File: config.mk
export PLATFORM = sky130hd
export DESIGN_NAME = cam_word_packer
export DESIGN_NICKNAME = d
export VERILOG_FILES = /design/src/cam_pkg.sv /design/src/cam_word_packer.sv
export SDC_FILE = /design/constraint.sdc
export NUM_CORES = 1
export LEC_CHECK = 0
export ABC_AREA = 1
export BUFFER_PORTS_ARGS = -buffer_cell sky130_fd_sc_hd__buf_2
export CAP_MARGIN = 20
export CORE_AREA = 4 4 41 43
export DETAILED_ROUTE_END_ITERATION = 7
export DIE_AREA = 0 0 45 47
export PLACE_DENSITY = 0.35
export SYNTH_ARGS = -nofsm -noshare
export SYNTH_HDL_FRONTEND = slang
export SYNTH_SLANG_ARGS = --single-unit
File: constraint.sdc
create_clock -name PCLKI -period 1.5 [get_ports PCLKI]
set_input_delay 0.075 -clock PCLKI [delete_from_list [all_inputs] [get_ports PCLKI]]
set_output_delay 0.075 -clock PCLKI [all_outputs]
set_load 0.02 [all_outputs]
File: src/cam_pkg.sv
// Capture word and FIFO bank types, bank count and beats per word
package cam_pkg;

    // --------------------
    // Capture geometry
    // --------------------
    localparam int NUM_BANKS      = 3;     // Fixed by the register map
    localparam int BEATS_PER_WORD = 4;     // Valid pixel beats per capture word

    localparam int CAM_WORD_W = 32;
    localparam int LEVEL_W    = 16;        // Width of the reported fill level

    // --------------------
    // Types
    // --------------------

    // Capture word, sequence number zero-extended to 32 bits
    typedef logic [CAM_WORD_W-1:0] cam_word_t;

    // Per-bank status as seen by the register file
    typedef struct packed {
        logic [LEVEL_W-1:0] level;         // Words currently stored
        logic               empty;
        logic               full;
    } bank_status_t;

endpackage

File: src/cam_word_packer.sv
// Pixel beat counter that pulses once per completed capture word
`timescale 1ns/100ps

module cam_word_packer
    import cam_pkg::*;
(
    input  logic PCLKI,
    input  logic WBs_RST_i,
    input  logic vsync_i,
    input  logic href_i,
    output logic word_done_o
);

    localparam int CNT_W = $clog2(BEATS_PER_WORD);
    localparam logic [CNT_W-1:0] LAST_BEAT = CNT_W'(BEATS_PER_WORD - 1);

    logic             beat_valid;
    logic [CNT_W-1:0] beat_cnt_q;

    // A beat only counts inside an active line of an active frame
    assign beat_valid = vsync_i & href_i;

    // --------------------
    // Beat counter
    // --------------------
    always_ff @(posedge PCLKI or posedge WBs_RST_i)
    begin
        if (WBs_RST_i)
        begin
            beat_cnt_q  <= '0;
            word_done_o <= 1'b0;
        end
        else
        begin
            word_done_o <= 1'b0;
            if (beat_valid)
            begin
                if (beat_cnt_q == LAST_BEAT)
                begin
                    beat_cnt_q  <= '0;            // Wrap on the last beat
                    word_done_o <= 1'b1;
                end
                else
                begin
                    beat_cnt_q <= beat_cnt_q + 1'b1;
                end
            end
        end
    end

    // Words are at least BEATS_PER_WORD cycles apart
    a_word_done_single : assert property (
        @(posedge PCLKI) disable iff (WBs_RST_i)
        word_done_o |=> !word_done_o
    );

endmodule

== Yosys cells after proc, flatten, opt, wreduce, memory -nomap -nowiden ==
Index checks and enable logic that the tools add are counted.
Widths: inputs -> output; s select.

* Add/subtract/negate cells: 1
* Equal/unequal tests: 1
* Muxes and demuxes: 3
* Bitwise gates (word level): 1

{| class="wikitable"
|+ Operators with widths
! operator !! count
|-
| $add 2x1->2 const B || 1
|-
| $eq 2x2->1 const B || 1
|-
| $mux 1 || 2
|-
| $mux 2 || 1
|-
| $and 1x1->1 || 1
|}

* Bits in registers: 3
* Word-level logic and storage cells: 8

== Longest topological paths before layout ==
* Word-level depth: 3
* Mapped depth: 4

== Worst setup path before layout ==
No wires, ideal clock.

* Path type: register to register
* From: register beat_cnt_q[0]
* To: register beat_cnt_q[1]
* Arrival: 746 ps
* Data required time: 1384 ps
* Setup slack: 638 ps
* Stages on the path, launching flop included: 4
* Period minus slack after synthesis: 862 ps
* Path through: dfrtp_1 > ha_1 > nand2_1 > nand2_1

* Word-level cells in the longest chain between the ends: 2
* Elaborated cells on any way between the ends: 3
* Those cells by class: 1 x add/sub; 1 x eq/ne; 1 x mux

{| class="wikitable"
|+ Ends and longest elaborated chain
! what !! line !! RTL
|-
| start: declaration || cam_word_packer.sv:18 || <nowiki>logic [CNT_W-1:0] beat_cnt_q;</nowiki>
|-
| start signal: assignment || cam_word_packer.sv:45 || <nowiki>beat_cnt_q <= beat_cnt_q + 1'b1;</nowiki>
|-
| $add 2x1->2 / $eq 2x2->1 (equally long branches) || cam_word_packer.sv:45, cam_word_packer.sv:38 ||
|-
| $mux 2 (*) || cam_word_packer.sv:38 || <nowiki>if (beat_cnt_q == LAST_BEAT)</nowiki>
|}

Every way passes the cells marked *; elsewhere a longest branch is shown, timed or not.
A chain may end at the register's enable or synchronous reset.

== Final worst setup path ==
Ends and elaborated chain as after synthesis.

==> qor.yml <==
yosysWarnings: 0
wl_met3_um: 50
die_x_um: 45
finalHoldViolCount: 0
cp.required_ns: 1.62
diodes: 0
synth.area.mux_share: 0
rows: 13
synth_compound_gate_area_share: 0
fin_worst_skew_ns: 0.000677
end_kind: "register"
syn_to_final_growth_pct: 55.6
r2r_cells: 3
start_util: 0.104
ant_nets: 0
grt_antenna_before_repair: 0
final_common_cell: "nand2_1"
maxSlewViolCount: 0
max_slew_margin: 0.926
r2r_end: "beat_cnt_q[1]"
p_leak_uw: 0.000119
nNetsFinal: 31
met1_length_um: 133
timing.rr.start: "beat_cnt_q[0]"
die_h_um: 47
hp-start: "href_i"
drive_gt1_frac: 0.360
wl_um: 260
synth-seq-cells: 3
drc: 0
holdPathEnd: "word_done_o"
final-setup-viol-count: 0
drtPass1Iterations: 2
gr-total-overflow: 0
r2r_setup_slack_ns: 0.59
synth_cell_type_count: 7
ir_worst_vdd_v: 0.000538
synth_simple_gate_area_share: 0.269
synth-xor-area-share: 0
status: "complete, no violations"
crit_arrival_ns: 1.03
crit_path_max_fanout: 3
fmax_mhz: 1100
cts_buffers: 3
hold_class: "input port to register"
post_cts_buffers: 0
min_period_over_period: 0.607
holdPathStages: 3
synthAdderAreaFrac: 0.0926
power_uw: 330
cts_num_sinks: 3
grt_pass1_vias: 123
clkLatencyLatePin_ns: 0.23
syn_nets: 21
post-route-min-period_ns: 0.910
grt_max_degree: 5
cts_tree: "yes"
grt.total_usage: 0.0404
port_buffers: 4
clk_pin_slew_ns: 0.04
tightest_slew_ns: 0.112
dp.final_hpwl_um: 190
avgViaCountPerCell: 2.90
finalSetupTns_ns: 0
critical_path_class: "register to register"
netlist_area_um2: 135
grt_pass1_wl_um: 503
cts-root-buf: "clkbuf_4"
gp_congestion: 0.611
fillCellCount: 154
top_layer: "met3"
synth_top_family_by_area: "simple AND/OR/NAND/NOR gates"
fin_util: 0.162
die_area_um2: 2120
routed-wl-met2_um: 75
drv_cap: 0
synth.yosys.seq_area_share: 0.556
start_kind: "register"
via_count: 116
wl_per_cell_um: 6.50
coreArea_um2: 1300
htreeDepth: 1
drt-initial-drc-count: 4
rsz0062_at_grt: "no"
pwr_density_cell_nw_per_um2: 1570
syn_inst: 16
clk_path_buf_depth: 2
layout_common_cells: "nand2_1 (6), buf_2 (4), dfrtp_1 (3), clkbuf_4 (3)"
ioPinCount: 5
synth_area_per_cell_um2: 8.45
[logic make-up after synthesis]
family                   count (synthesis)
AND/OR/NAND/NOR                          9
buffers and inverters                    3
adder cells (fa/ha/maj)                  1
flip-flops                               3
[how the worst max path moves through the flow]
stage	start	end	slack, ns	cells after the start
floorplan	beat_cnt_q[0]	beat_cnt_q[1]	0.64	3
CTS	beat_cnt_q[0]	beat_cnt_q[1]	0.59	3
detailed placement	beat_cnt_q[0]	beat_cnt_q[1]	0.60	3
global route	beat_cnt_q[0]	beat_cnt_q[1]	0.52	3
global placement	beat_cnt_q[0]	beat_cnt_q[1]	0.62	3
finish	beat_cnt_q[0]	beat_cnt_q[1]	0.59	3
[power breakdown]
group | total, uW | internal, uW | switching [uW]
Sequential | 121 | 105 | 15.8
Combinational | 66.8 | 31.3 | 35.5
Clock | 142 | 99.7 | 41.8
[layout make-up]
class                   instances  area (um^2)  area share
well taps                      15         18.8      0.0893
inverters                       3         11.3      0.0536
multi-input cells              10         48.8       0.232
flip-flops and latches          3         75.1       0.357
clock buffers                   4         26.3       0.125
repair buffers                  5         30.0       0.143
[repair_timing]
action                    in CTS  in global routing
hold buffers                   1                  0
hold endpoints to repair       3                  0
resized for setup              0                  0
[synth_stat cells (all sizes together)]
| master | count | share of area |
|---|---|---|
| dfrtp | 3 | 0.56 |
| ha | 1 | 0.093 |
| inv | 3 | 0.083 |
| nand2 | 7 | 0.21 |
| nor2 | 2 | 0.056 |
[critical path: stages, from the launching register on]
cell and delay (ns):
dfrtp_1 0.39, ha_1 0.30, nand2_1 0.06, nand2_1 0.04
[sequential cells by signal, indices dropped and copies added, names as in the netlist]
| name | cells |
|---|---|
| beat_cnt_q | 2 |
| word_done_o | 1 |
[metal layers]
layer  GRT usage  vias up
li1            -       64
met1      0.0413       45
met2      0.0339        7
met3      0.0575        0
met4      0.0351        0
met5           0        -
[per-stage QoR]
| stage | area [um^2] | std cells | hold slack [ns] | worst slack, ns |
|---|---|---|---|---|
| floorplan | 135 | 16 | -0.171 | 0.638 |
| global placement | 174 | 35 | -0.0562 | 0.618 |
| detailed placement | 174 | 35 | -0.0557 | 0.599 |
| CTS | 210 | 40 | 0.105 | 0.593 |
| global route | 210 | 40 | 0.126 | 0.519 |
| finish | 210 | 40 | 0.109 | 0.590 |
(Power assumes the default switching activity.)
