[config.mk]
export PLATFORM = sky130hd
export DESIGN_NAME = wb_reg_file
export DESIGN_NICKNAME = d
export VERILOG_FILES = /design/src/bus_pkg.sv /design/src/cam_pkg.sv /design/src/wb_reg_file.sv
export SDC_FILE = /design/constraint.sdc
export NUM_CORES = 1
export LEC_CHECK = 0
export BUFFER_PORTS_ARGS = -buffer_cell sky130_fd_sc_hd__buf_2
export CORE_AREA = 2 2 100 102
export DETAILED_ROUTE_END_ITERATION = 7
export DIE_AREA = 0 0 102 104
export SETUP_SLACK_MARGIN = 0.02
export SYNTH_ARGS = -nofsm -noshare
export SYNTH_HDL_FRONTEND = slang
export SYNTH_SLANG_ARGS = --single-unit
export TNS_END_PERCENT = 100
[constraint.sdc]
create_clock -name PCLKI -period 4.14 [get_ports PCLKI]
set_input_delay 1.035 -clock PCLKI [delete_from_list [all_inputs] [get_ports PCLKI]]
set_output_delay 1.035 -clock PCLKI [all_outputs]
set_load 0.01 [all_outputs]
[src/bus_pkg.sv]
// Register bus widths, register map, reset values and bus request type
package bus_pkg;

    // --------------------
    // Bus geometry
    // --------------------
    localparam int ADDR_W = 9;             // Up to 512 word addresses
    localparam int DATA_W = 32;

    // Banks served by the map below
    localparam int MAP_BANKS = 3;

    // --------------------
    // Register map
    // --------------------
    localparam logic [ADDR_W-1:0] REG_ID_ADR       = 9'h000;
    localparam logic [ADDR_W-1:0] REG_REV_ADR      = 9'h001;
    localparam logic [ADDR_W-1:0] REG_GPIO_IN_ADR  = 9'h002;
    localparam logic [ADDR_W-1:0] REG_GPIO_OUT_ADR = 9'h003;
    localparam logic [ADDR_W-1:0] REG_GPIO_OE_ADR  = 9'h004;

    // Bank data ports pop on read, index 0 is the lowest bank
    localparam logic [MAP_BANKS-1:0][ADDR_W-1:0] BANK_DATA_ADR = {9'h100, 9'h080, 9'h040};
    // Flag registers sit one above each data port
    localparam logic [MAP_BANKS-1:0][ADDR_W-1:0] BANK_FLAG_ADR = {9'h101, 9'h081, 9'h041};

    // --------------------
    // Fixed values
    // --------------------
    localparam logic [DATA_W-1:0] DEVICE_ID     = 32'hF1F0_7E57;
    localparam logic [15:0]       REV_NUM       = 16'h0100;
    localparam logic [DATA_W-1:0] DEF_REG_VALUE = 32'hFABD_EFAC;   // Unmapped or empty reads

    // Request fields driven by the bus master
    typedef struct packed {
        logic [ADDR_W-1:0] adr;
        logic              we;             // 1 = write
        logic [3:0]        byte_stb;
        logic [DATA_W-1:0] dat;            // Write data
    } wb_req_t;

endpackage

[src/cam_pkg.sv]
// Capture word and FIFO bank types, bank count and beats per word
package cam_pkg;

    // --------------------
    // Capture geometry
    // --------------------
    localparam int NUM_BANKS      = 3;     // Fixed by the register map
    localparam int BEATS_PER_WORD = 4;     // Valid pixel beats per capture word

    localparam int CAM_WORD_W = 32;
    localparam int LEVEL_W    = 16;        // Width of the reported fill level

    // --------------------
    // Types
    // --------------------

    // Capture word, sequence number zero-extended to 32 bits
    typedef logic [CAM_WORD_W-1:0] cam_word_t;

    // Per-bank status as seen by the register file
    typedef struct packed {
        logic [LEVEL_W-1:0] level;         // Words currently stored
        logic               empty;
        logic               full;
    } bank_status_t;

endpackage

[src/wb_reg_file.sv]
// Register bus decode, acknowledge, GPIO registers, read mux and bank pops
`timescale 1ns/100ps

module wb_reg_file
    import cam_pkg::*;
    import bus_pkg::*;
(
    input  logic                                PCLKI,
    input  logic                                WBs_RST_i,
    input  logic                                wbs_cyc_i,
    input  logic                                wbs_stb_i,
    input  wb_req_t                             wbs_req_i,
    input  logic         [7:0]                  gpio_in_i,
    input  bank_status_t [NUM_BANKS-1:0]        bank_status_i,
    input  cam_word_t    [NUM_BANKS-1:0]        bank_dout_i,
    output logic         [NUM_BANKS-1:0]        pop_o,
    output logic         [DATA_W-1:0]           wbs_dat_o,
    output logic                                wbs_ack_o,
    output logic         [7:0]                  gpio_out_o,
    output logic         [7:0]                  gpio_oe_o
);

    logic              req_new;            // Request not yet acknowledged
    logic              wr_req;
    logic              gpio_out_wr;
    logic              gpio_oe_wr;
    logic [DATA_W-1:0] rd_data;

    // --------------------
    // Decode
    // --------------------
    assign req_new = wbs_cyc_i & wbs_stb_i & ~wbs_ack_o;
    assign wr_req  = req_new & wbs_req_i.we;

    // GPIO registers only take byte lane 0
    assign gpio_out_wr = wr_req & (wbs_req_i.adr == REG_GPIO_OUT_ADR) & wbs_req_i.byte_stb[0];
    assign gpio_oe_wr  = wr_req & (wbs_req_i.adr == REG_GPIO_OE_ADR) & wbs_req_i.byte_stb[0];

    // --------------------
    // Ack and GPIO
    // --------------------
    always_ff @(posedge PCLKI or posedge WBs_RST_i)
    begin
        if (WBs_RST_i)
        begin
            wbs_ack_o  <= 1'b0;
            gpio_out_o <= 8'h00;
            gpio_oe_o  <= 8'h00;
        end
        else
        begin
            wbs_ack_o <= req_new;          // One-cycle pulse per request
            if (gpio_out_wr)
                gpio_out_o <= wbs_req_i.dat[7:0];
            if (gpio_oe_wr)
                gpio_oe_o <= wbs_req_i.dat[7:0];
        end
    end

    // --------------------
    // Read mux
    // --------------------
    always_comb
    begin
        case (wbs_req_i.adr)
            REG_ID_ADR:       rd_data = DEVICE_ID;
            REG_REV_ADR:      rd_data = DATA_W'(REV_NUM);
            REG_GPIO_IN_ADR:  rd_data = DATA_W'(gpio_in_i);
            REG_GPIO_OUT_ADR: rd_data = DATA_W'(gpio_out_o);
            REG_GPIO_OE_ADR:  rd_data = DATA_W'(gpio_oe_o);
            default:          rd_data = DEF_REG_VALUE;
        endcase

        for (int b = 0; b < NUM_BANKS; b++)
        begin
            // Empty bank reads the default pattern, not stale memory
            if (wbs_req_i.adr == BANK_DATA_ADR[b])
                rd_data = bank_status_i[b].empty ? DEF_REG_VALUE : bank_dout_i[b];
            if (wbs_req_i.adr == BANK_FLAG_ADR[b])
                rd_data = {14'h0, bank_status_i[b].full, bank_status_i[b].empty,
                           bank_status_i[b].level};
        end
    end

    assign wbs_dat_o = rd_data;

    // Pop at the edge closing the ack cycle, after the head has been read
    always_comb
    begin
        for (int b = 0; b < NUM_BANKS; b++)
        begin
            pop_o[b] = wbs_ack_o & ~wbs_req_i.we
                     & (wbs_req_i.adr == BANK_DATA_ADR[b])
                     & ~bank_status_i[b].empty;
        end
    end

    a_ack_single : assert property (
        @(posedge PCLKI) disable iff (WBs_RST_i)
        wbs_ack_o |=> !wbs_ack_o
    );

endmodule
# Yosys cells after proc, flatten, opt, wreduce, memory -nomap -nowiden
# Index checks and enable logic that the tools add are counted.
# word_totals
regBits	17
output_inout_bits	52
elab_cells	43
# classes
eq_ne	10
muxes	10
n_bitwise	19
n_reduce_logical	1
# ops
operator	count
$mux 32	9
$pmux 32 s5	1
$eq 9x2->1 const B	2
$eq 9x7->1 const B	2
$eq 9x8->1 const B	2
$eq 9x9->1 const B	2
$and 1x1->1	14
$eq 9x1->1 const B	1
$eq 9x3->1 const B	1
$logic_not 9->1	1
$not 1->1	5

# Depth between registers and ports, before layout
# Gate-level depths: netlist of run 1.
# logic_depth
ltp_word	8
ltp_mapped	8
ltp_nobuf	5

# Worst setup path before layout of run 1
# OpenSTA, ideal clock, no wires.
# synth_timing
kind	input port to output port
start	input wbs_req_i[37] (netlist bit)
end	output wbs_dat_o[11]
arrival_ns	2.679
setup_slack_ns	0.426
stages	8
path_buffers	3
cell_sequence	buf_6 > or4_4 > buf_6 > or4_4 > buf_6 > nor2_2 > a21oi_1 > a22o_1
# synth_via
elab_chain_cells	8
elab_cells_between_ends	18
# synth_lines
element	line	source
start, declared	wb_reg_file.sv:12	input wb_req_t wbs_req_i,
$eq 9x3->1 (tied with other cells)	wb_reg_file.sv:65	case (wbs_req_i.adr)
$pmux 32 s5	wb_reg_file.sv:65	
$mux 32	wb_reg_file.sv:77	if (wbs_req_i.adr == BANK_DATA_ADR[b])
$mux 32	wb_reg_file.sv:79	if (wbs_req_i.adr == BANK_FLAG_ADR[b])
$mux 32	wb_reg_file.sv:77	
$mux 32	wb_reg_file.sv:79	
$mux 32	wb_reg_file.sv:77	
$mux 32 (*)	wb_reg_file.sv:79	
end, declared	wb_reg_file.sv:17	output logic [DATA_W-1:0] wbs_dat_o,
# Mark *: on every way between the ends. The rest lies on a longest branch, timed or not.

# Worst setup path in the final report of run 1
# layout_timing
start	input wbs_req_i[40] (netlist bit)
end	output wbs_dat_o[29]
# Same word-level chain as after synthesis.

==> summary.md, run 1 <==
| Metric | Value |
|---|---|
| Syn avg cell area | `7.18 um^2` |
| Vias per inst | `5.23` |
| R2R Path End | `gpio_out_o[3]$_DFFE_PP0P_` |
| CTS Hold Bufs | `0` |
| Detailed Place HPWL | `10.6 mm` |
| WHS Endpoint | `wbs_ack_o$_DFF_PP0_` |
| Final max-slew violation count | `0` |
| Synth async-reset ratio | `100%` |
| Pwr dens | `117 nW/um^2` |
| Global route overflow | `0` |
| First-pass GRT wire length | `19.2 mm` |
| Area growth syn-to-layout | `60.5%` |
| Port Buffers | `232` |
| Die ar. | `10,600 um^2` |
| Slew Limit Headroom | `57.9%` |
| Worst slack, placed | `0.0613 ns` |
| Num rows | `36` |
| Mapped Nets | `563` |
| Fin crit share | `97.2%` |
| Worst reg-to-reg path cell count | `4` |
| Hold Vio Cnt, Final | `0` |
| Synthesized instance count | `355` |
| Cell accounting for the most synthesized area | `dfrtp_1` |
| Peak supply drop | `0.162 mV` |
| Vias in the first global route | `3,818` |
| Share of the synthesized area in the top cell type | `16.7%` |
| Sequential area share after synthesis | `16.7%` |
| TritonCTS clock tree | `done` |
| R2R setup slack | `2.40 ns` |
| WHS Path Cells | `1` |
| DR pass1 iterations | `5` |
| H-tree depth | `1` |
| Initial antenna violation count | `0` |
| Worst hold path type | `flop to flop` |
| Most frequent cell after synthesis | `nor2_1` |
| Number of synthesized flops with an enable pin | `0` |
| Fin Setup TNS | `0 ns` |
| CTS Root Buffer Type | `clkbuf_8` |
| Hold_sp | `wbs_ack_o$_DFF_PP0_` |
| Tightest Pin Transition | `0.630 ns` |
| Detailed-route DRC error count | `0` |
| Lkg Pwr | `2.02 nW` |
| Antenna viol nets, final | `0` |
| CP Capture Type | `output pin` |
| Clock Latency Late Sink | `0.25 ns` |
| Core Util, Final | `42.9%` |
| Setup CP Type | `input pin to output pin` |
| Clock buffer depth | `2` |
| Synth top cells by count | `nor2_1, o21ai_0, nand2_1` |
| Gpl congestion | `0.880` |
| Fin crit period | `4.02 ns` |
| Sink Count | `17` |
| Worst EP arrival | `2.99 ns` |
| Final setup vio count | `0` |
| CTS buffer count | `3` |
| Placed cell count | `730` |
| Synth Flop Type | `dfrtp_1` |
| Aggregate routed wire length | `12.6 mm` |
| Post-synthesis register bit count | `17` |
| Drt initial violations | `160` |
| Largest net degree at the start of global routing | `21` |
| Clk pin slew, worst setup/hold paths | `0.06 ns` |
| Drt wl/cell | `17.1 um` |
| CP required | `3.11 ns` |
| R2R Path Start | `wbs_ack_o$_DFF_PP0_` |
| Die Span X | `102 um` |
| Worst Setup Start Kind | `input pin` |
| Synth area leaders | `dfrtp_1, mux2_2, nor2_1` |
| Placeable Area | `9550 um^2` |
| Nets | `810` |
| IO Pins | `260` |
| Fraction of layout cells with a size suffix above 1 | `51.1%` |
| Synth Cell Area | `2550 um^2` |
| Outcome | `completed` |
| Syn. warnings | `0` |
| Die H | `104 um` |
| Final setup skew | `0.00157 ns` |
| Peak Freq | `249 MHz` |
| Crit-path max FO | `12` |
| Distinct cell type count after synthesis | `59` |
| Unrepaired setup endpoints after global routing | `false` |
| DR vias | `3,845` |
| Initial Util | `26.7%` |
| Total of max-cap violations | `0` |
| Post-route setup slack | `0.116 ns` |
| Layout Cells excl Fill | `735` |
| Tot GR Track Use | `22.4%` |
## how the worst max path moves through the flow
stage,from,end,slack (ns),cells past startpoint
after floorplan,wbs_req_i[37],wbs_dat_o[11],0.43,8
after global placement,wbs_req_i[40],wbs_dat_o[2],0.08,7
after detailed placement,wbs_req_i[40],wbs_dat_o[2],0.06,7
after CTS,wbs_req_i[40],wbs_dat_o[2],0.04,7
after global routing,wbs_req_i[40],wbs_dat_o[27],0.02,7
final,wbs_req_i[40],wbs_dat_o[29],0.12,7
## cells in the final DEF (no fill, tap or decap), drive strengths merged, types with 4 or more instances in the layout
cell,n
o21ai,33
buf,271
o22a,5
a221oi,6
nor3,20
mux2,17
o22ai,14
o211ai,7
nor4,5
inv,7
a31oi,4
a22oi,10
nor2b,6
nand3,10
a221o,5
o221ai,10
or4,4
nor2,47
dfrtp,17
nand2b,8
o21a,7
clkbuf,4
a21oi,19
nand2,20
## report_power, final
| group | internal, mW | switching [mW] |
|---|---|---|
| clock network | 0.0683 | 0.0560 |
| logic | 0.0956 | 0.0888 |
| registers | 0.167 | 0.000849 |
## cell type report
type,instances,area (um^2)
fillers,1043,5460
multi-input cells,302,1960
repair buffers,271,1470
flip-flops and latches,17,425
well taps,133,166
clock buffers,4,45.0
inverters,7,26.3
diodes,1,2.50
## kinds of logic (layout without fill, tap and decap cells)
logic type,count (synthesis),count (layout),synth area share [%]
flip-flops,17,17,16.7
multiplexers,20,20,8.68
XOR/XNOR,1,1,0.344
AO/OA/AOI/OAI,138,138,36.8
AND/OR/NAND/NOR,143,143,30.7
other,0,1,0
buffers and inverters,36,282,6.77
## state kept, by name, indices dropped and copies added (netlist names)
| register | count |
|---|---|
| gpio_oe_o | 8 |
| gpio_out_o | 8 |
| wbs_ack_o | 1 |
## critical path, stage by stage
cell and delay, ns:
buf_2 0.17, or4_4 0.61, nor3_1 0.27, nand2_1 0.37, o22ai_1 0.33, nor3_1 0.07, buf_2 0.14
## repair_timing
| item | 4_1_cts | 5_1_grt |
|---|---|---|
| setup buffers | 0 | 0 |
| gates resized for setup | 0 | 1 |
| setup endpoints to repair | 0 | 6 |
| endpoints found under the hold margin | 0 | 0 |
## through the flow
| stage | hold slack (ns) | cell area [um^2] | power (mW) |
|---|---|---|---|
| 6_report | 0.473 | 4090 | 0.477 |
| 5_1_grt | 0.514 | 4090 | 0.505 |
| 4_1_cts | 0.477 | 4090 | 0.478 |
| 3_5_place_dp | 0.466 | 4040 | 0.355 |
| 3_3_place_gp | 0.464 | 4040 | 0.352 |
| 2_1_floorplan | 0.493 | 2550 | 0.235 |
## metal layers
metal	part of all wire [%]	GRT usage, %
met1	42	28.1
met5	0	0
met3	6.7	2.89
met4	1.1	4.10
met2	51	40.6
(Power assumes the default switching activity.)
==> run 2: changes to the inputs <==
--- a/config.mk
+++ b/config.mk
@@ -9,6 +9,8 @@
 export CORE_AREA = 2 2 100 102
 export DETAILED_ROUTE_END_ITERATION = 7
 export DIE_AREA = 0 0 102 104
+export HOLD_SLACK_MARGIN = 0.1
+export REMOVE_ABC_BUFFERS = 1
 export SETUP_SLACK_MARGIN = 0.02
 export SYNTH_ARGS = -nofsm -noshare
 export SYNTH_HDL_FRONTEND = slang
==> run 2 against run 1 <==
Compared with the run above: via count is 0.29% higher; cell area is 1.1% lower; hold slack worse by 0.0030 ns; sequential share of layout area is 0.12 points higher; register-to-register slack hardly changed; final cell count is 1.1% lower; global-route usage is 0.67 points lower; largest cell class unchanged; setup slack worse by 0.035 ns.
==> summary.md, run 2 (synthesized netlist as in run 1, its figures left out) <==
| Metric | Value |
|---|---|
| Outcome | `completed (unchanged)` |
| Postcts setup bufs | `0 (unchanged)` |
| Fin Setup TNS | `0 ns (unchanged)` |
| Hold Vio Cnt, Final | `0 (unchanged)` |
| Die ar. | `10,600 um^2 (unchanged)` |
| Fin crit share | `98.0% (was 97.2%)` |
| Pwr dens | `116 nW/um^2 (was 117 nW/um^2)` |
| Global route overflow | `0 (unchanged)` |
| Worst Setup Start Kind | `input pin (unchanged)` |
| Setup CP Type | `input pin to output pin (unchanged)` |
| CTS buffer count | `3 (unchanged)` |
| Placeable Area | `9550 um^2 (unchanged)` |
| Clock Latency Late Sink | `0.25 ns (about the same)` |
| First-pass GRT wire length | `18.5 mm (was 19.2 mm)` |
| CP required | `3.11 ns (about the same)` |
| Worst hold path type | `flop to flop (unchanged)` |
| Layout Cells excl Fill | `727 (was 735)` |
| IO Pins | `260 (unchanged)` |
| Vias per inst | `5.30 (was 5.23)` |
| Lkg Pwr | `1.98 nW (was 2.02 nW)` |
| Leading cell type in the layout, fill and taps excluded | `buf_2 (unchanged)` |
| Fin crit period | `4.06 ns (was 4.02 ns)` |
| Hold_sp | `wbs_ack_o$_DFF_PP0_ (unchanged)` |
| Final setup vio count | `0 (unchanged)` |
| Unrepaired setup endpoints after global routing | `false (unchanged)` |
| CP most frequent cell | `buf_2` |
| Drt wl/cell | `17.2 um (was 17.1 um)` |
| Die H | `104 um (unchanged)` |
| Initial Util | `26.7% (unchanged)` |
| Initial antenna violation count | `1 (was 0)` |
| Peak supply drop | `0.179 mV (was 0.162 mV)` |
| Aggregate routed wire length | `12.5 mm (was 12.6 mm)` |
| WHS Endpoint | `wbs_ack_o$_DFF_PP0_ (unchanged)` |
| Final max-slew violation count | `0 (unchanged)` |
| Cell breakdown of the critical path | `buf_2, or4_1, or4_4, nor3_1, o221ai_1, a22o_1, buf_2 (was buf_2, or4_4, nor3_1, nand2_1, o22ai_1, nor3_1, buf_2)` |
| Gpl congestion | `0.893 (was 0.880)` |
| Die Span X | `102 um (unchanged)` |
| Antenna viol nets, final | `0 (unchanged)` |
| Area growth syn-to-layout | `58.7% (was 60.5%)` |
| Slew Limit Headroom | `57.5% (was 57.9%)` |
| CP Capture Type | `output pin (unchanged)` |
| Design Area, Final | `4050 um^2 (was 4090 um^2)` |
| Drt initial violations | `243 (was 160)` |
| Sink Count | `17 (unchanged)` |
| Tot GR Track Use | `21.7% (was 22.4%)` |
| Port Buffers | `232 (unchanged)` |
| Vias in the first global route | `3,589 (was 3,818)` |
| Fraction of layout cells with a size suffix above 1 | `50.9% (was 51.1%)` |
| Total of max-cap violations | `0 (unchanged)` |
| Crit-path max FO | `4 (was 12)` |
| H-tree depth | `1 (unchanged)` |
| Clock buffer depth | `2 (unchanged)` |
| Overall Power | `0.471 mW (was 0.477 mW)` |
| CTS Root Buffer Type | `clkbuf_8 (unchanged)` |
| TritonCTS clock tree | `done (unchanged)` |
| CP peak stage delay | `0.58 ns (was 0.61 ns)` |
| Tightest Pin Transition | `0.637 ns (was 0.630 ns)` |
| Nets | `802 (was 810)` |
| Num rows | `36 (unchanged)` |
| Peak Freq | `246 MHz (was 249 MHz)` |
| R2R Path End | `gpio_out_o[2]$_DFFE_PP0P_ (was gpio_out_o[3]$_DFFE_PP0P_)` |
| Detailed-route DRC error count | `0 (unchanged)` |
| DR vias | `3,856 (was 3,845)` |
| R2R Path Start | `wbs_ack_o$_DFF_PP0_ (unchanged)` |
| Detailed Place HPWL | `10.2 mm (was 10.6 mm)` |
| Slowest cell on crit path | `or4_1 (was or4_4)` |
| Clk pin slew, worst setup/hold paths | `0.06 ns (about the same)` |
| Final setup skew | `0.00102 ns (was 0.00157 ns)` |
| R2R setup slack | `2.40 ns (about the same)` |
| DR pass1 iterations | `7 (was 5)` |
| Largest net degree at the start of global routing | `32 (was 21)` |
| Worst EP arrival | `3.02 ns (was 2.99 ns)` |
| Placed cell count | `722 (was 730)` |
| Worst reg-to-reg path cell count | `4 (unchanged)` |
| Most frequent cells in the layout | `buf_2, nor2_1, o21ai_0, buf_4 (was buf_2, nor2_1, buf_4)` |
| Largest registers | `gpio_oe_o: 8 flops, gpio_out_o: 8 flops, wbs_ack_o: 1 flops (unchanged)` |
| Placed instance area | `3980 um^2 (was 4040 um^2)` |
| WHS Path Cells | `1 (unchanged)` |
==> run 2: cell types whose count changed in the layout (fill, tap and decap cells not counted) <==
cell / delta
buf_4: -8
nand2_1: -1
nand2_2: +1
o311ai_2: +1
or4_4: +1
or4_1: -1
o311ai_1: -1
==> run 2: worst max-delay path by stage <==
stage / startpoint / endpoint / cells after the start
2_1_floorplan: wbs_req_i[42] / wbs_dat_o[6] / 5
3_3_place_gp: wbs_req_i[39] / wbs_dat_o[31] / 8
3_5_place_dp: wbs_req_i[39] / wbs_dat_o[31] / 8
4_1_cts: wbs_req_i[42] / wbs_dat_o[20] / 6
5_1_grt: wbs_req_i[42] / wbs_dat_o[11] / 7
6_report: wbs_req_i[42] / wbs_dat_o[11] / 7
==> run 2: layer usage <==
layer  GRT usage [%]  up-vias  routed length [um]
li1                -     1861                   -
met2            39.0      194                6200
met3            2.82       17                 991
met1            27.4     1784                5140
met5               0        -                   0
met4            4.48        0                 157
==> run 2: per-stage QoR <==
stage	util (%)	setup slack, ns	hold slack (ns)
floorplan	-	-0.123	0.493
global placement	41.7	0.0350	0.466
detailed placement	41.7	0.00122	0.466
CTS	42.2	0.0480	0.474
global route	42.4	0.0468	0.488
finish	42.4	0.0812	0.470
==> run 2: final cells by class <==
type / instances / area (um^2)
Fill cell: 1021 / 5500
Multi-Input combinational cell: 302 / 1970
Timing Repair Buffer: 263 / 1410
Sequential cell: 17 / 425
Tap cell: 133 / 166
Clock buffer: 4 / 45.0
Inverter: 7 / 26.3
Antenna cell: 1 / 2.50
==> run 2: timing repair <==
item	in CTS	in global routing
hold buffers	0	0
setup endpoints to repair	6	8
pin swaps	0	0
gates resized for setup	1	3
==> run 2: power breakdown <==
group	switching, mW	internal, mW
clock network	0.0525	0.0682
logic	0.0886	0.0940
registers	0.000829	0.167
==> run 2: critical path: cells and delay by family <==
family	cells	cell delay, ns
compound gates	2	0.38
simple gates	3	1.34
buf+inv	2	0.27
==> run 3: changes to the inputs <==
==> constraint.sdc (replaced) <==
create_clock -name PCLKI -period 4.14 [get_ports PCLKI]
set_input_delay 1.035 -clock PCLKI [delete_from_list [all_inputs] [get_ports PCLKI]]
set_output_delay 1.035 -clock PCLKI [all_outputs]
set_load 0.005 [all_outputs]
==> run 3 against run 2 <==
Compared with the run above: global-route usage is essentially flat; cell area up 0.77%; register-to-register slack worse by 0.03 ns; hold slack improved by 0.0089 ns; wire length about the same; sequential share of layout area decreased by 0.081 points; via count up 0.96%; fmax decreased by 0.24%; power is essentially flat; critical path depth unchanged; non-clock buffer count rose by 3.
==> summary.md, run 3 (synthesized netlist as in run 1, its figures left out) <==
| Metric | Value |
|---|---|
| Area of the multi-input gates | `1970 um^2 (about the same)` |
| Worst Setup Start Kind | `input pin (unchanged)` |
| Total of max-cap violations | `0 (unchanged)` |
| Most frequent cells in the layout | `buf_2, nor2_1, buf_4 (was buf_2, nor2_1, o21ai_0, buf_4)` |
| Crit-path max FO | `4 (unchanged)` |
| CTS Hold Bufs | `0 (unchanged)` |
| Slew Limit Headroom | `58.0% (was 57.5%)` |
| Met2 Track Usage GR | `39.1% (was 39.0%)` |
| Drt initial violations | `167 (was 243)` |
| Detailed-route DRC error count | `0 (unchanged)` |
| Worst slack, placed | `0.0611 ns (was 0.00122 ns)` |
| Clock buffer depth | `2 (unchanged)` |
| Hold Vio Cnt, Final | `0 (unchanged)` |
| Detailed Place HPWL | `10.3 mm (was 10.2 mm)` |
| Pwr dens | `116 nW/um^2 (about the same)` |
| Nets | `805 (was 802)` |
| Die H | `104 um (unchanged)` |
| Met1 usage | `26.0% (was 27.4%)` |
| CP Capture Type | `output pin (unchanged)` |
| Area growth syn-to-layout | `59.9% (was 58.7%)` |
| Leading cell type in the layout, fill and taps excluded | `buf_2 (unchanged)` |
| Drt wl/cell | `17.1 um (was 17.2 um)` |
| Worst hold path type | `flop to flop (unchanged)` |
| Die Span X | `102 um (unchanged)` |
| Tot GR Track Use | `21.7% (about the same)` |
| Global route overflow | `0 (unchanged)` |
| Largest net degree at the start of global routing | `32 (unchanged)` |
| CTS resizes | `0 (was 1)` |
| Lkg Pwr | `2.00 nW (was 1.98 nW)` |
| Largest registers | `gpio_oe_o: 8 flops, gpio_out_o: 8 flops, wbs_ack_o: 1 flops (unchanged)` |
| CTS buffer count | `3 (unchanged)` |
| Gpl congestion | `0.903 (was 0.893)` |
| R2R Path End | `gpio_out_o[5]$_DFFE_PP0P_ (was gpio_out_o[2]$_DFFE_PP0P_)` |
| Antenna Cells | `0 (was 1)` |
| Fillers | `1,028 (was 1,021)` |
| H-tree depth | `1 (unchanged)` |
| Clock Latency Late Sink | `0.25 ns (about the same)` |
| Fin crit share | `98.3% (was 98.0%)` |
| Vias per inst | `5.34 (was 5.30)` |
| Placeable Area | `9550 um^2 (unchanged)` |
| CTS Root Buffer Type | `clkbuf_8 (unchanged)` |
| CP required | `3.11 ns (about the same)` |
| Initial Util | `26.7% (unchanged)` |
| GR peak layer | `met2 (unchanged)` |
| Hold_sp | `wbs_ack_o$_DFF_PP0_ (unchanged)` |
| Initial antenna violation count | `1 (unchanged)` |
| Worst EP arrival | `3.03 ns (was 3.02 ns)` |
| TritonCTS clock tree | `done (unchanged)` |
| Port Buffers | `232 (unchanged)` |
| Min Hold Slack | `0.479 ns (was 0.470 ns)` |
| First-pass GRT wire length | `18.6 mm (was 18.5 mm)` |
| Post-route setup slack | `0.0712 ns (was 0.0812 ns)` |
| Antenna viol nets, final | `0 (unchanged)` |
| Register area | `425 um^2 (unchanged)` |
| DR pass1 iterations | `5 (was 7)` |
| CP endpoint | `wbs_dat_o[11] (unchanged)` |
| Postcts setup bufs | `0 (unchanged)` |
| Aggregate routed wire length | `12.5 mm (about the same)` |
| Outcome | `completed (unchanged)` |
| Peak Freq | `246 MHz (about the same)` |
| Num rows | `36 (unchanged)` |
| R2R setup slack | `2.37 ns (was 2.40 ns)` |
| Unrepaired setup endpoints after global routing | `false (unchanged)` |
| Vias in the first global route | `3,710 (was 3,589)` |
| Global Route met3 Usage | `4.37% (was 2.82%)` |
| IO Pins | `260 (unchanged)` |
| Final setup skew | `0.000598 ns (was 0.00102 ns)` |
| R2R Path Start | `wbs_ack_o$_DFF_PP0_ (unchanged)` |
| Die ar. | `10,600 um^2 (unchanged)` |
| Clk pin slew, worst setup/hold paths | `0.06 ns (about the same)` |
| Peak supply drop | `0.247 mV (was 0.179 mV)` |
| Final setup vio count | `0 (unchanged)` |
| Fin crit period | `4.07 ns (was 4.06 ns)` |
| Crit. Startpoint | `wbs_req_i[42] (unchanged)` |
| DR vias | `3,893 (was 3,856)` |
| Sink Count | `17 (unchanged)` |
| Tightest Pin Transition | `0.629 ns (was 0.637 ns)` |
| Final max-slew violation count | `0 (unchanged)` |
| Fraction of layout cells with a size suffix above 1 | `51.0% (was 50.9%)` |
| Worst reg-to-reg path cell count | `4 (unchanged)` |
| Setup CP Type | `input pin to output pin (unchanged)` |
[run 3: cell types whose count changed in the layout (fill, tap and decap cells not counted)]
cell	previous run	this run
or4_1	1	2
diode_2	1	0
buf_12	1	2
nor3_2	2	3
or4_4	3	2
nor3_1	17	16
nor2_1	44	45
buf_4	30	32
nor2_2	3	2
[run 3: critical path: stages]
cell      delay [ns]
buf_2           0.12
or4_1           0.57
or4_1           0.60
nor3_1          0.21
o221ai_1        0.15
a22o_1          0.21
buf_2           0.13
[run 3: how the worst min path moves through the flow]
stage | to | depth (start not counted) | slack, ns
2_1_floorplan | wbs_ack_o$_DFF_PP0_ | 1 | 0.45
6_report | wbs_ack_o$_DFF_PP0_ | 1 | 0.48
4_1_cts | wbs_ack_o$_DFF_PP0_ | 1 | 0.48
5_1_grt | wbs_ack_o$_DFF_PP0_ | 1 | 0.51
3_3_place_gp | wbs_ack_o$_DFF_PP0_ | 1 | 0.47
3_5_place_dp | wbs_ack_o$_DFF_PP0_ | 1 | 0.47
[run 3: report_power, final]
part	total, mW	switching [mW]	internal, mW
registers	0.168	0.000897	0.167
clock network	0.120	0.0520	0.0682
logic	0.183	0.0878	0.0952
[run 3: final cells by class]
class                   instances  share of cell area [%]
multi-input cells             302                    48.4
flip-flops and latches         17                    10.4
clock buffers                   4                    1.10
repair buffers                266                    35.3
inverters                       7                   0.644
well taps                     133                    4.08
[run 3: per-layer routing]
metal  share of wire (%)  up-vias
li1                    -     1867
met1                  40     1837
met2                  50      171
met3                 7.9       18
met4                 1.8        0
met5                   0        -
[run 3: through the flow]
stage               util (%)  setup TNS (ns)  instance area, um^2  instances  total power, mW
floorplan                  -          -0.190                 2400        326            0.216
global placement        42.1               0                 4020        725            0.348
detailed placement      42.1               0                 4020        725            0.352
CTS                     42.5               0                 4060        729            0.475
global route            42.7               0                 4080        729            0.503
finish                  42.7               0                 4080        729            0.471
